## config.mk

```make
export PLATFORM = sky130hd
export DESIGN_NAME = rom_loader
export DESIGN_NICKNAME = d
export VERILOG_FILES = /design/src/rom_layout_pkg.sv /design/src/mem_req_pkg.sv /design/src/rom_loader.sv /design/src/sdram_prog_writer.sv /design/src/req_queue.sv /design/src/rom_image_parser.sv
export VERILOG_INCLUDE_DIRS = /design/src
export SDC_FILE = /design/constraint.sdc
export NUM_CORES = 1
export LEC_CHECK = 0
export BUFFER_PORTS_ARGS = -buffer_cell sky130_fd_sc_hd__buf_2
export CAP_MARGIN = 20
export CORE_ASPECT_RATIO = 2
export CORE_UTILIZATION = 35
export CTS_BUF_LIST = sky130_fd_sc_hd__clkbuf_8
export DETAILED_ROUTE_END_ITERATION = 16
export GPL_TIMING_DRIVEN = 0
export PLACE_DENSITY = 0.59
export SLEW_MARGIN = 10
export SYNTH_ARGS = -nofsm -noshare
export SYNTH_HDL_FRONTEND = slang
export SYNTH_SLANG_ARGS = --single-unit
```

## constraint.sdc

```tcl
create_clock -name clk -period 19 [get_ports clk]
set_clock_uncertainty 0.2 [all_clocks]
set_input_delay 3.8 -clock clk [delete_from_list [all_inputs] [get_ports clk]]
set_output_delay 3.8 -clock clk [all_outputs]
set_load 0.05 [all_outputs]
```

## src/loader_defs.svh

```systemverilog
// ROM loader parameters
`ifndef LOADER_DEFS_SVH
`define LOADER_DEFS_SVH

// image header layout
`define LDR_HDR_BYTES     16
`define LDR_START_BYTES   8
`define LDR_CFG_BYTE      15     // bit 7 decrypt enable, bit 6 odd/even select

// address widths
`define LDR_IOCTL_AW      25     // host byte address, up to 32 MB
`define LDR_PROG_AW       22     // SDRAM word address

`define LDR_QUEUE_DEPTH   4      // queue slots and initial credits

// per-region word offsets in the SDRAM banks
`define LDR_CPU_OFS       22'h0
`define LDR_SND_OFS       22'h0
`define LDR_PCM_OFS       22'h0
`define LDR_GFX_OFS       22'h0

// CPU word address where the encrypted area begins
`define LDR_DEC_CPU_LIMIT 22'h000004

// decryption table, one term per set data bit
`define LDR_DEC_XOR_0     8'h04
`define LDR_DEC_XOR_1     8'h21
`define LDR_DEC_XOR_2     8'h01
`define LDR_DEC_XOR_3     8'h50
`define LDR_DEC_XOR_4     8'h40
`define LDR_DEC_XOR_5     8'h06
`define LDR_DEC_XOR_6     8'h08
`define LDR_DEC_XOR_7     8'h88
`define LDR_DEC_INV       8'hD8  // bits 3 and 7 apply when clear

`endif
```

## src/rom_layout_pkg.sv

```systemverilog
// ROM image layout types
`default_nettype none
`include "loader_defs.svh"

package rom_layout_pkg;

    // where a byte of the downloaded file belongs
    typedef enum logic [2:0] {
        REG_HEADER = 3'd0,
        REG_CPU    = 3'd1,
        REG_SND    = 3'd2,
        REG_PCM    = 3'd3,
        REG_GFX    = 3'd4,
        REG_QSND   = 3'd5
    } region_t;

    // header start table, sent lsb first
    // bytes view for shifting in, fields view for region compare
    typedef union packed {
        logic [`LDR_START_BYTES-1:0][7:0] bytes;
        struct packed {
            logic [15:0] qsnd;  // bytes 6,7
            logic [15:0] gfx;   // bytes 4,5
            logic [15:0] pcm;   // bytes 2,3
            logic [15:0] snd;   // bytes 0,1
        } fields;
    } start_table_u;

endpackage

`default_nettype wire

```

## src/mem_req_pkg.sv

```systemverilog
// memory write request types
`default_nettype none

package mem_req_pkg;

    // SDRAM banks used by the loader
    typedef enum logic [1:0] {
        BANK_AUX = 2'd0,
        BANK_SND = 2'd1,    // sound and PCM
        BANK_GFX = 2'd2,
        BANK_CPU = 2'd3
    } bank_t;

    // request goes to SDRAM or to the Q-sound PROM
    typedef enum logic {
        KIND_SDRAM = 1'b0,
        KIND_PROM  = 1'b1
    } req_kind_t;

endpackage

`default_nettype wire

```

## src/rom_loader.sv

```systemverilog
// ROM download loader top
`timescale 1ns/1ps
`default_nettype none
`include "loader_defs.svh"

module rom_loader
    import mem_req_pkg::*;
(
    input  logic                              clk,
    input  logic                              reset,
    input  logic                              downloading,
    input  logic [`LDR_IOCTL_AW-1:0]          ioctl_addr,
    input  logic [7:0]                        ioctl_data,
    input  logic                              ioctl_wr,
    input  logic                              prog_rdy,
    output logic                              dl_stall,
    output logic [`LDR_PROG_AW-1:0]           prog_addr,
    output logic [15:0]                       prog_data,
    output logic [1:0]                        prog_mask,
    output logic [1:0]                        prog_ba,
    output logic                              prog_we,
    output logic                              prom_we,
    output logic                              cfg_we,
    output logic [$clog2(`LDR_HDR_BYTES)-1:0] cfg_addr,
    output logic [7:0]                        cfg_data
);

    // parser to queue
    logic                    req_push;
    logic [`LDR_PROG_AW-1:0] req_addr;
    logic [7:0]              req_data;
    logic [1:0]              req_mask;
    bank_t                   req_bank;
    req_kind_t               req_kind;

    // queue to writer
    logic                    q_empty;
    logic                    q_pop;
    logic [`LDR_PROG_AW-1:0] head_addr;
    logic [7:0]              head_data;
    logic [1:0]              head_mask;
    bank_t                   head_bank;
    req_kind_t               head_kind;

    logic                    credit_ret;   // writer back to parser

    rom_image_parser u_parser (
        .clk         (clk),
        .reset       (reset),
        .downloading (downloading),
        .ioctl_addr  (ioctl_addr),
        .ioctl_data  (ioctl_data),
        .ioctl_wr    (ioctl_wr),
        .credit_ret  (credit_ret),
        .dl_stall    (dl_stall),
        .req_push    (req_push),
        .req_addr    (req_addr),
        .req_data    (req_data),
        .req_mask    (req_mask),
        .req_bank    (req_bank),
        .req_kind    (req_kind),
        .cfg_we      (cfg_we),
        .cfg_addr    (cfg_addr),
        .cfg_data    (cfg_data)
    );

    req_queue u_queue (
        .clk       (clk),
        .reset     (reset),
        .push      (req_push),
        .in_addr   (req_addr),
        .in_data   (req_data),
        .in_mask   (req_mask),
        .in_bank   (req_bank),
        .in_kind   (req_kind),
        .pop       (q_pop),
        .empty     (q_empty),
        .head_addr (head_addr),
        .head_data (head_data),
        .head_mask (head_mask),
        .head_bank (head_bank),
        .head_kind (head_kind)
    );

    sdram_prog_writer u_writer (
        .clk        (clk),
        .reset      (reset),
        .empty      (q_empty),
        .head_addr  (head_addr),
        .head_data  (head_data),
        .head_mask  (head_mask),
        .head_bank  (head_bank),
        .head_kind  (head_kind),
        .prog_rdy   (prog_rdy),
        .pop        (q_pop),
        .credit_ret (credit_ret),
        .prog_addr  (prog_addr),
        .prog_data  (prog_data),
        .prog_mask  (prog_mask),
        .prog_ba    (prog_ba),
        .prog_we    (prog_we),
        .prom_we    (prom_we)
    );

endmodule

`default_nettype wire

```

## src/sdram_prog_writer.sv

```systemverilog
// SDRAM programming port writer
`timescale 1ns/1ps
`default_nettype none
`include "loader_defs.svh"

module sdram_prog_writer
    import mem_req_pkg::*;
(
    input  logic                    clk,
    input  logic                    reset,
    input  logic                    empty,
    input  logic [`LDR_PROG_AW-1:0] head_addr,
    input  logic [7:0]              head_data,
    input  logic [1:0]              head_mask,
    input  bank_t                   head_bank,
    input  req_kind_t               head_kind,
    input  logic                    prog_rdy,
    output logic                    pop,
    output logic                    credit_ret,
    output logic [`LDR_PROG_AW-1:0] prog_addr,
    output logic [15:0]             prog_data,
    output logic [1:0]              prog_mask,   // active low
    output logic [1:0]              prog_ba,
    output logic                    prog_we,
    output logic                    prom_we      // Q-sound internal ROM
);

    typedef enum logic {
        ST_IDLE,
        ST_WAIT_RDY
    } state_t;

    state_t     state;
    logic [7:0] data_r;

    assign pop       = state == ST_IDLE && !empty;
    assign prog_data = {2{data_r}};   // same byte on both halves, mask picks one

    always_ff @(posedge clk) begin
        if (reset) begin
            state      <= ST_IDLE;
            prog_we    <= 1'b0;
            prom_we    <= 1'b0;
            credit_ret <= 1'b0;
        end else begin
            prom_we    <= 1'b0;
            credit_ret <= 1'b0;
            case (state)
                ST_IDLE: begin
                    if (!empty) begin
                        if (head_kind == KIND_PROM) begin
                            prom_we    <= 1'b1;
                            credit_ret <= 1'b1;   // PROM write done in one cycle
                        end else begin
                            prog_we <= 1'b1;
                            state   <= ST_WAIT_RDY;
                        end
                    end
                end
                ST_WAIT_RDY: begin
                    if (prog_rdy) begin
                        prog_we    <= 1'b0;
                        credit_ret <= 1'b1;
                        state      <= ST_IDLE;
                    end
                end
                default: state <= ST_IDLE;
            endcase
        end
    end

    // request fields latched on pop
    always_ff @(posedge clk) begin
        if (pop) begin
            prog_addr <= head_addr;
            data_r    <= head_data;
            prog_mask <= head_mask;
            prog_ba   <= head_bank;
        end
    end

    a_addr_stable: assert property (@(posedge clk) disable iff (reset)
        prog_we && !prog_rdy |=> $stable(prog_addr));

endmodule

`default_nettype wire

```

## src/req_queue.sv

```systemverilog
// write request FIFO
`timescale 1ns/1ps
`default_nettype none
`include "loader_defs.svh"

module req_queue
    import mem_req_pkg::*;
(
    input  logic                    clk,
    input  logic                    reset,
    input  logic                    push,
    input  logic [`LDR_PROG_AW-1:0] in_addr,
    input  logic [7:0]              in_data,
    input  logic [1:0]              in_mask,
    input  bank_t                   in_bank,
    input  req_kind_t               in_kind,
    input  logic                    pop,
    output logic                    empty,
    output logic [`LDR_PROG_AW-1:0] head_addr,
    output logic [7:0]              head_data,
    output logic [1:0]              head_mask,
    output bank_t                   head_bank,
    output req_kind_t               head_kind
);

    localparam int DEPTH = `LDR_QUEUE_DEPTH;
    localparam int PTRW  = $clog2(DEPTH);
    localparam int CNTW  = $clog2(DEPTH + 1);

    logic [`LDR_PROG_AW-1:0] addr_mem [DEPTH];
    logic [7:0]              data_mem [DEPTH];
    logic [1:0]              mask_mem [DEPTH];
    bank_t                   bank_mem [DEPTH];
    req_kind_t               kind_mem [DEPTH];
    logic [PTRW-1:0]         wr_ptr;
    logic [PTRW-1:0]         rd_ptr;
    logic [CNTW-1:0]         count;
    logic                    full;

    assign empty = count == '0;
    assign full  = count == CNTW'(DEPTH);

    always_ff @(posedge clk) begin
        if (reset) begin
            wr_ptr <= '0;
            rd_ptr <= '0;
            count  <= '0;
        end else begin
            if (push)
                wr_ptr <= wr_ptr == PTRW'(DEPTH - 1) ? '0 : wr_ptr + 1'b1;
            if (pop)
                rd_ptr <= rd_ptr == PTRW'(DEPTH - 1) ? '0 : rd_ptr + 1'b1;
            count <= count + CNTW'(push) - CNTW'(pop);
        end
    end

    always_ff @(posedge clk) begin
        if (push) begin
            addr_mem[wr_ptr] <= in_addr;
            data_mem[wr_ptr] <= in_data;
            mask_mem[wr_ptr] <= in_mask;
            bank_mem[wr_ptr] <= in_bank;
            kind_mem[wr_ptr] <= in_kind;
        end
    end

    // head is read straight from the slot
    assign head_addr = addr_mem[rd_ptr];
    assign head_data = data_mem[rd_ptr];
    assign head_mask = mask_mem[rd_ptr];
    assign head_bank = bank_mem[rd_ptr];
    assign head_kind = kind_mem[rd_ptr];

    // credits upstream must keep the queue from overflowing
    a_no_overflow: assert property (@(posedge clk) disable iff (reset) full |-> !push);
    a_no_underflow: assert property (@(posedge clk) disable iff (reset) empty |-> !pop);

endmodule

`default_nettype wire

```

## src/rom_image_parser.sv

```systemverilog
// ROM image parser
`timescale 1ns/1ps
`default_nettype none
`include "loader_defs.svh"

module rom_image_parser
    import rom_layout_pkg::*, mem_req_pkg::*;
(
    input  logic                              clk,
    input  logic                              reset,
    input  logic                              downloading,
    input  logic [`LDR_IOCTL_AW-1:0]          ioctl_addr,
    input  logic [7:0]                        ioctl_data,
    input  logic                              ioctl_wr,
    input  logic                              credit_ret,
    output logic                              dl_stall,
    output logic                              req_push,
    output logic [`LDR_PROG_AW-1:0]           req_addr,
    output logic [7:0]                        req_data,
    output logic [1:0]                        req_mask,   // active low
    output bank_t                             req_bank,
    output req_kind_t                         req_kind,
    output logic                              cfg_we,
    output logic [$clog2(`LDR_HDR_BYTES)-1:0] cfg_addr,
    output logic [7:0]                        cfg_data
);

    localparam int AW = `LDR_IOCTL_AW;
    localparam int PW = `LDR_PROG_AW;
    localparam int CW = $clog2(`LDR_QUEUE_DEPTH + 1);
    localparam logic [AW-1:0] HDR_END   = AW'(`LDR_HDR_BYTES);
    localparam logic [AW-1:0] START_END = AW'(`LDR_START_BYTES);
    localparam logic [AW-1:0] CFG_POS   = AW'(`LDR_CFG_BYTE);
    localparam logic [7:0][7:0] DEC_XOR = {
        `LDR_DEC_XOR_7, `LDR_DEC_XOR_6, `LDR_DEC_XOR_5, `LDR_DEC_XOR_4,
        `LDR_DEC_XOR_3, `LDR_DEC_XOR_2, `LDR_DEC_XOR_1, `LDR_DEC_XOR_0
    };

    start_table_u    starts;
    region_t         region;
    bank_t           bank;
    logic [AW-1:0]   bulk_addr;
    logic [AW-1:0]   rel_addr;     // byte offset inside the region
    logic [15:0]     kb_idx;       // 1 KB index of the bulk offset
    logic [15:0]     reg_start;
    logic [PW-1:0]   reg_ofs;
    logic [PW-1:0]   word_addr;
    logic [7:0]      dec_data;
    logic            dec_hit;
    logic            dec_en;
    logic            dec_sel;
    logic            is_start;
    logic            is_cfg;
    logic            is_bulk;
    logic            take;
    logic [CW-1:0]   credits;

    assign bulk_addr = ioctl_addr - HDR_END;
    assign kb_idx    = 16'(bulk_addr[AW-1:10]);
    assign is_start  = ioctl_addr < START_END;
    assign is_cfg    = !is_start && ioctl_addr < HDR_END;
    assign is_bulk   = ioctl_addr >= HDR_END;
    assign take      = ioctl_wr && is_bulk;    // spends one credit

    // regions are laid out in start order
    always_comb begin
        if (!is_bulk)
            region = REG_HEADER;
        else if (kb_idx >= starts.fields.qsnd)
            region = REG_QSND;
        else if (kb_idx >= starts.fields.gfx)
            region = REG_GFX;
        else if (kb_idx >= starts.fields.pcm)
            region = REG_PCM;
        else if (kb_idx >= starts.fields.snd)
            region = REG_SND;
        else
            region = REG_CPU;
    end

    always_comb begin
        reg_start = 16'd0;
        reg_ofs   = `LDR_CPU_OFS;
        bank      = BANK_CPU;
        case (region)
            REG_SND: begin
                reg_start = starts.fields.snd;
                reg_ofs   = `LDR_SND_OFS;
                bank      = BANK_SND;
            end
            REG_PCM: begin
                reg_start = starts.fields.pcm;
                reg_ofs   = `LDR_PCM_OFS;
                bank      = BANK_SND;      // shares the sound bank
            end
            REG_GFX: begin
                reg_start = starts.fields.gfx;
                reg_ofs   = `LDR_GFX_OFS;
                bank      = BANK_GFX;
            end
            REG_QSND: begin
                reg_start = starts.fields.qsnd;
                reg_ofs   = '0;
                bank      = BANK_AUX;
            end
            default: ;
        endcase
    end

    assign rel_addr  = bulk_addr - {reg_start[AW-11:0], 10'd0};
    assign word_addr = rel_addr[PW:1] + reg_ofs;

    // CPU byte decryption
    always_comb begin
        dec_data = 8'h00;
        for (int i = 0; i < 8; i++) begin
            if (ioctl_data[i])
                dec_data = dec_data ^ DEC_XOR[i];
        end
        dec_data = dec_data ^ `LDR_DEC_INV;
    end

    assign dec_hit = dec_en && region == REG_CPU && rel_addr[PW:1] >= `LDR_DEC_CPU_LIMIT
                     && rel_addr[0] == dec_sel;

    always_ff @(posedge clk) begin
        if (reset) begin
            req_push <= 1'b0;
            cfg_we   <= 1'b0;
            dec_en   <= 1'b0;
            dec_sel  <= 1'b0;
            credits  <= CW'(`LDR_QUEUE_DEPTH);
        end else begin
            req_push <= take;
            cfg_we   <= ioctl_wr && is_cfg;
            credits  <= credits - CW'(take) + CW'(credit_ret);
            if (!downloading) begin
                dec_en  <= 1'b0;
                dec_sel <= 1'b0;
            end else if (ioctl_wr && ioctl_addr == CFG_POS) begin
                {dec_en, dec_sel} <= ioctl_data[7:6];
            end
        end
    end

    always_ff @(posedge clk) begin
        if (ioctl_wr && is_start)
            starts.bytes <= {ioctl_data, starts.bytes[`LDR_START_BYTES-1:1]};
        if (ioctl_wr && is_cfg) begin
            cfg_addr <= ioctl_addr[$clog2(`LDR_HDR_BYTES)-1:0];
            cfg_data <= ioctl_data;
        end
        if (take) begin
            // PROM is byte wide, so it keeps the byte offset
            req_addr <= region == REG_QSND ? rel_addr[PW-1:0] : word_addr;
            req_data <= dec_hit ? dec_data : ioctl_data;
            req_mask <= rel_addr[0] ? 2'b10 : 2'b01;   // even byte -> high half
            req_bank <= bank;
            req_kind <= region == REG_QSND ? KIND_PROM : KIND_SDRAM;
        end
    end

    assign dl_stall = credits == '0;   // out of credits

    a_credit_max: assert property (@(posedge clk) disable iff (reset)
        credits <= CW'(`LDR_QUEUE_DEPTH));
    a_push_credit: assert property (@(posedge clk) disable iff (reset)
        req_push |-> $past(credits) != '0);

endmodule

`default_nettype wire

```

==> flow_summary.ini <==
[sta]
min_period_over_period = 0.5695
rsz0062_at_grt = false
slew_violations = 0
tns_ps = 0
hold_violations = 0
max_slew_margin = 0.3141
fmax_ghz = 0.09241
setup_viol = 0
worst_pin_slew_ps = 1022
hold_slack_ps = 246.3
period_minus_slack_ps = 10820

[layout]
drive_gt1_frac = 0.2315
layout.nets = 1174
design_area_mm2 = 0.01602
area_delta_synth_final_pct = 15.44
fillers = 3615
seqCellArea_mm2 = 0.008959
multiInputGateArea_mm2 = 0.004496

[yosys]
postSynthCellCount = 897
synth_area_leader_cell = edfxtp_1
syn-num-nets = 1021
syn_avg_cell_area_um2 = 15.47
synth_seq_cells = 305
synth-seq-area-share = 0.6454
synthDistinctLibCells = 71
synth_area_leaders = edfxtp_1, ha_1, mux4_2
synth_top_area_share = 0.6165
synth_flop_cell = edfxtp_1
synth_edf_count = 285
synth_most_common_cell = edfxtp_1
netlist_area_mm2 = 0.01388
yosysWarnings = 0
async_flop_share = 0
synth_commonest_cells = edfxtp_1, ha_1, inv_1, nor2_1, mux2i_1

[route]
drt_pass1_iterations = 4
drt-total-wl_um = 31590
vias_per_cell = 4.979
avgRoutedWirePerCell_um = 19.68
num_vias = 7991
drc_errors = 0
initialDrtViolationCount = 336
ant_nets = 0

[worst_setup_path]
crit_type = in2reg
arrival_ps = 10950
cp.required_ps = 19130
start_kind = input port
r2r_cells = 20
crit_fanout = 10
end_kind = flip-flop

[global_route]
grt_pass1_vias = 8332
grt_first_pass_wirelength_um = 47770
grt_remaining_overflow = 0
grt_max_degree = 29
antenna_found_initial = 2
track_usage = 0.1607
globalRouteMet1Util = 0.1616
use_met2 = 0.2963
grt_use_met3 = 0.02464
top_usage_layer = met2

[clock_tree]
htreeDepth = 2
clkTransAtPathRegs_ps = 70
clockBufferDepth = 3
clkLatencyLatePin_ps = 580
ctsHoldBuffers = 0
cts_sinks = 305
cts_tree = built
numCtsBuffers = 44
post_cts_buffers = 0
clockRootBuffer = clkbuf_8
cts_resized = 0

[die]
row_count = 102
start_util = 0.3566
core-area_mm2 = 0.03892
dieArea_mm2 = 0.04051
die_w_um = 142.8
io_pins = 96
die_y_um = 283.6

[place]
place_area_mm2 = 0.01521
gp_congestion = 0.8771
hpwl_um = 23530
io_buffers = 95

[pwr]
ir_drop_mv = 0.05285
p_leak_uw = 0.006049
power.density_mw_per_mm2 = 116.0

[hold_path]
min-delay-path-class = reg2reg
holdPathStages = 0

[run_status]
status = finished clean

[job]
drv_cap = 0
-- layout make-up --
type | count | area share
sequential | 305 | 0.5591
multi-input combinational | 489 | 0.2805
buffer | 26 | 0.009760
inverter | 77 | 0.01835
clock buffer | 48 | 0.04123
antenna | 1 | 0.0001562
tap | 520 | 0.04060
clock inverter | 32 | 0.009604
timing repair buffer | 107 | 0.04068
-- kinds of logic after synthesis --
| group | after synthesis | share of synthesized area |
|---|---|---|
| flip-flops | 305 | 0.6454 |
| AND/OR/NAND/NOR | 168 | 0.06679 |
| AO/OA/AOI/OAI | 117 | 0.06057 |
| buffers and inverters | 103 | 0.03245 |
| multiplexers | 87 | 0.09609 |
| adder cells (fa/ha/maj) | 86 | 0.07914 |
| XOR/XNOR | 31 | 0.01956 |
-- sequential cells by signal (all words and copies together) (netlist names), 2 cells and up, named ones only --
name                count
u_parser.cfg_addr       4
u_parser.cfg_data       8
u_parser.credits        3
u_parser.req_addr      22
u_parser.req_bank       2
u_parser.req_data       8
u_parser.req_mask       2
u_parser.starts        64
u_queue.addr_mem       88
u_queue.bank_mem        8
u_queue.count           3
u_queue.data_mem       32
u_queue.kind_mem        4
u_queue.mask_mem        8
u_queue.rd_ptr          2
u_queue.wr_ptr          2
u_writer.data_r         8
u_writer.prog_addr     22
u_writer.prog_ba        2
u_writer.prog_mask      2
-- power by group --
part / total, uW / switching, uW / internal, uW
Clock: 490 / 255 / 235
Sequential: 858 / 27.6 / 830
Combinational: 512 / 346 / 166
Total: 1860 / 628 / 1230
-- per-layer routing --
metal / vias up / wire length [um]
met3: 92 / 1238
li1: 3750 / -
met5: - / 10
met4: 2 / 2137
met2: 219 / 16930
met1: 3928 / 11270
-- metrics by stage --
stage               utilization  std cells  setup WS (ps)  power, uW
floorplan                     -        897           9137       1262
global route             0.4117       1605           7765       1946
CTS                      0.4116       1604           8150       1889
finish                   0.4117       1605           8179       1859
detailed placement       0.3907       1524           7536       1396
global placement         0.3855       1512           6881       1383
-- worst max-delay path, cell delays in order --
cell and delay (ps):
buf_2 130, nor3_1 270, nand3_1 260, nor4_4 340, nand4bb_1 200, nor3_1 210, xor2_1 540, ha_1 310
nor2_1 50, a211oi_1 260, a21boi_0 730, nor2_1 250, o21ai_4 200, buf_4 290, mux2i_1 430, o22a_1 230
ha_1 230, clkbuf_1 200, and3_1 210, a21oi_1 190, a31oi_1 140, xnor2_1 320, o21ba_2 210, and4bb_4 220
a21oi_4 330, mux2_2 390
-- worst paths after layout --
kind / endpoint / startpoint / slack (ps)
worst max-delay path: u_parser.req_data[5] / ioctl_addr[10] / 8180
worst max register to register: u_parser.req_data[5] / u_parser.starts[60] / 12890
worst min-delay path: u_parser.starts[20] / u_parser.starts[28] / 250
worst min register to register: u_parser.starts[20] / u_parser.starts[28] / 250
-- cells in the final DEF (no fill, tap or decap), types with 5 or more instances in the layout --
cell type    n
nand4_1      9
mux2_2      11
o22a_1      11
nand3_1     11
nor3_1      12
xnor2_1     15
a31oi_1      7
o211ai_1     5
clkbuf_1    10
buf_4       15
inv_1       94
nor2_1      42
nor2b_1      7
a21o_1       7
mux4_2      35
mux2i_1     38
a211oi_1     7
nand2b_1     9
and2_1       6
clkbuf_8    48
buf_12       5
clkinv_2     5
o21a_1       6
ha_1        83
a21oi_1     27
nor4_1       6
nand2_1     28
xor2_1      16
edfxtp_1   285
and2_2       5
and4_1       6
dfxtp_1     20
o21ai_0     16
buf_2       97
(Power assumes the default switching activity.)
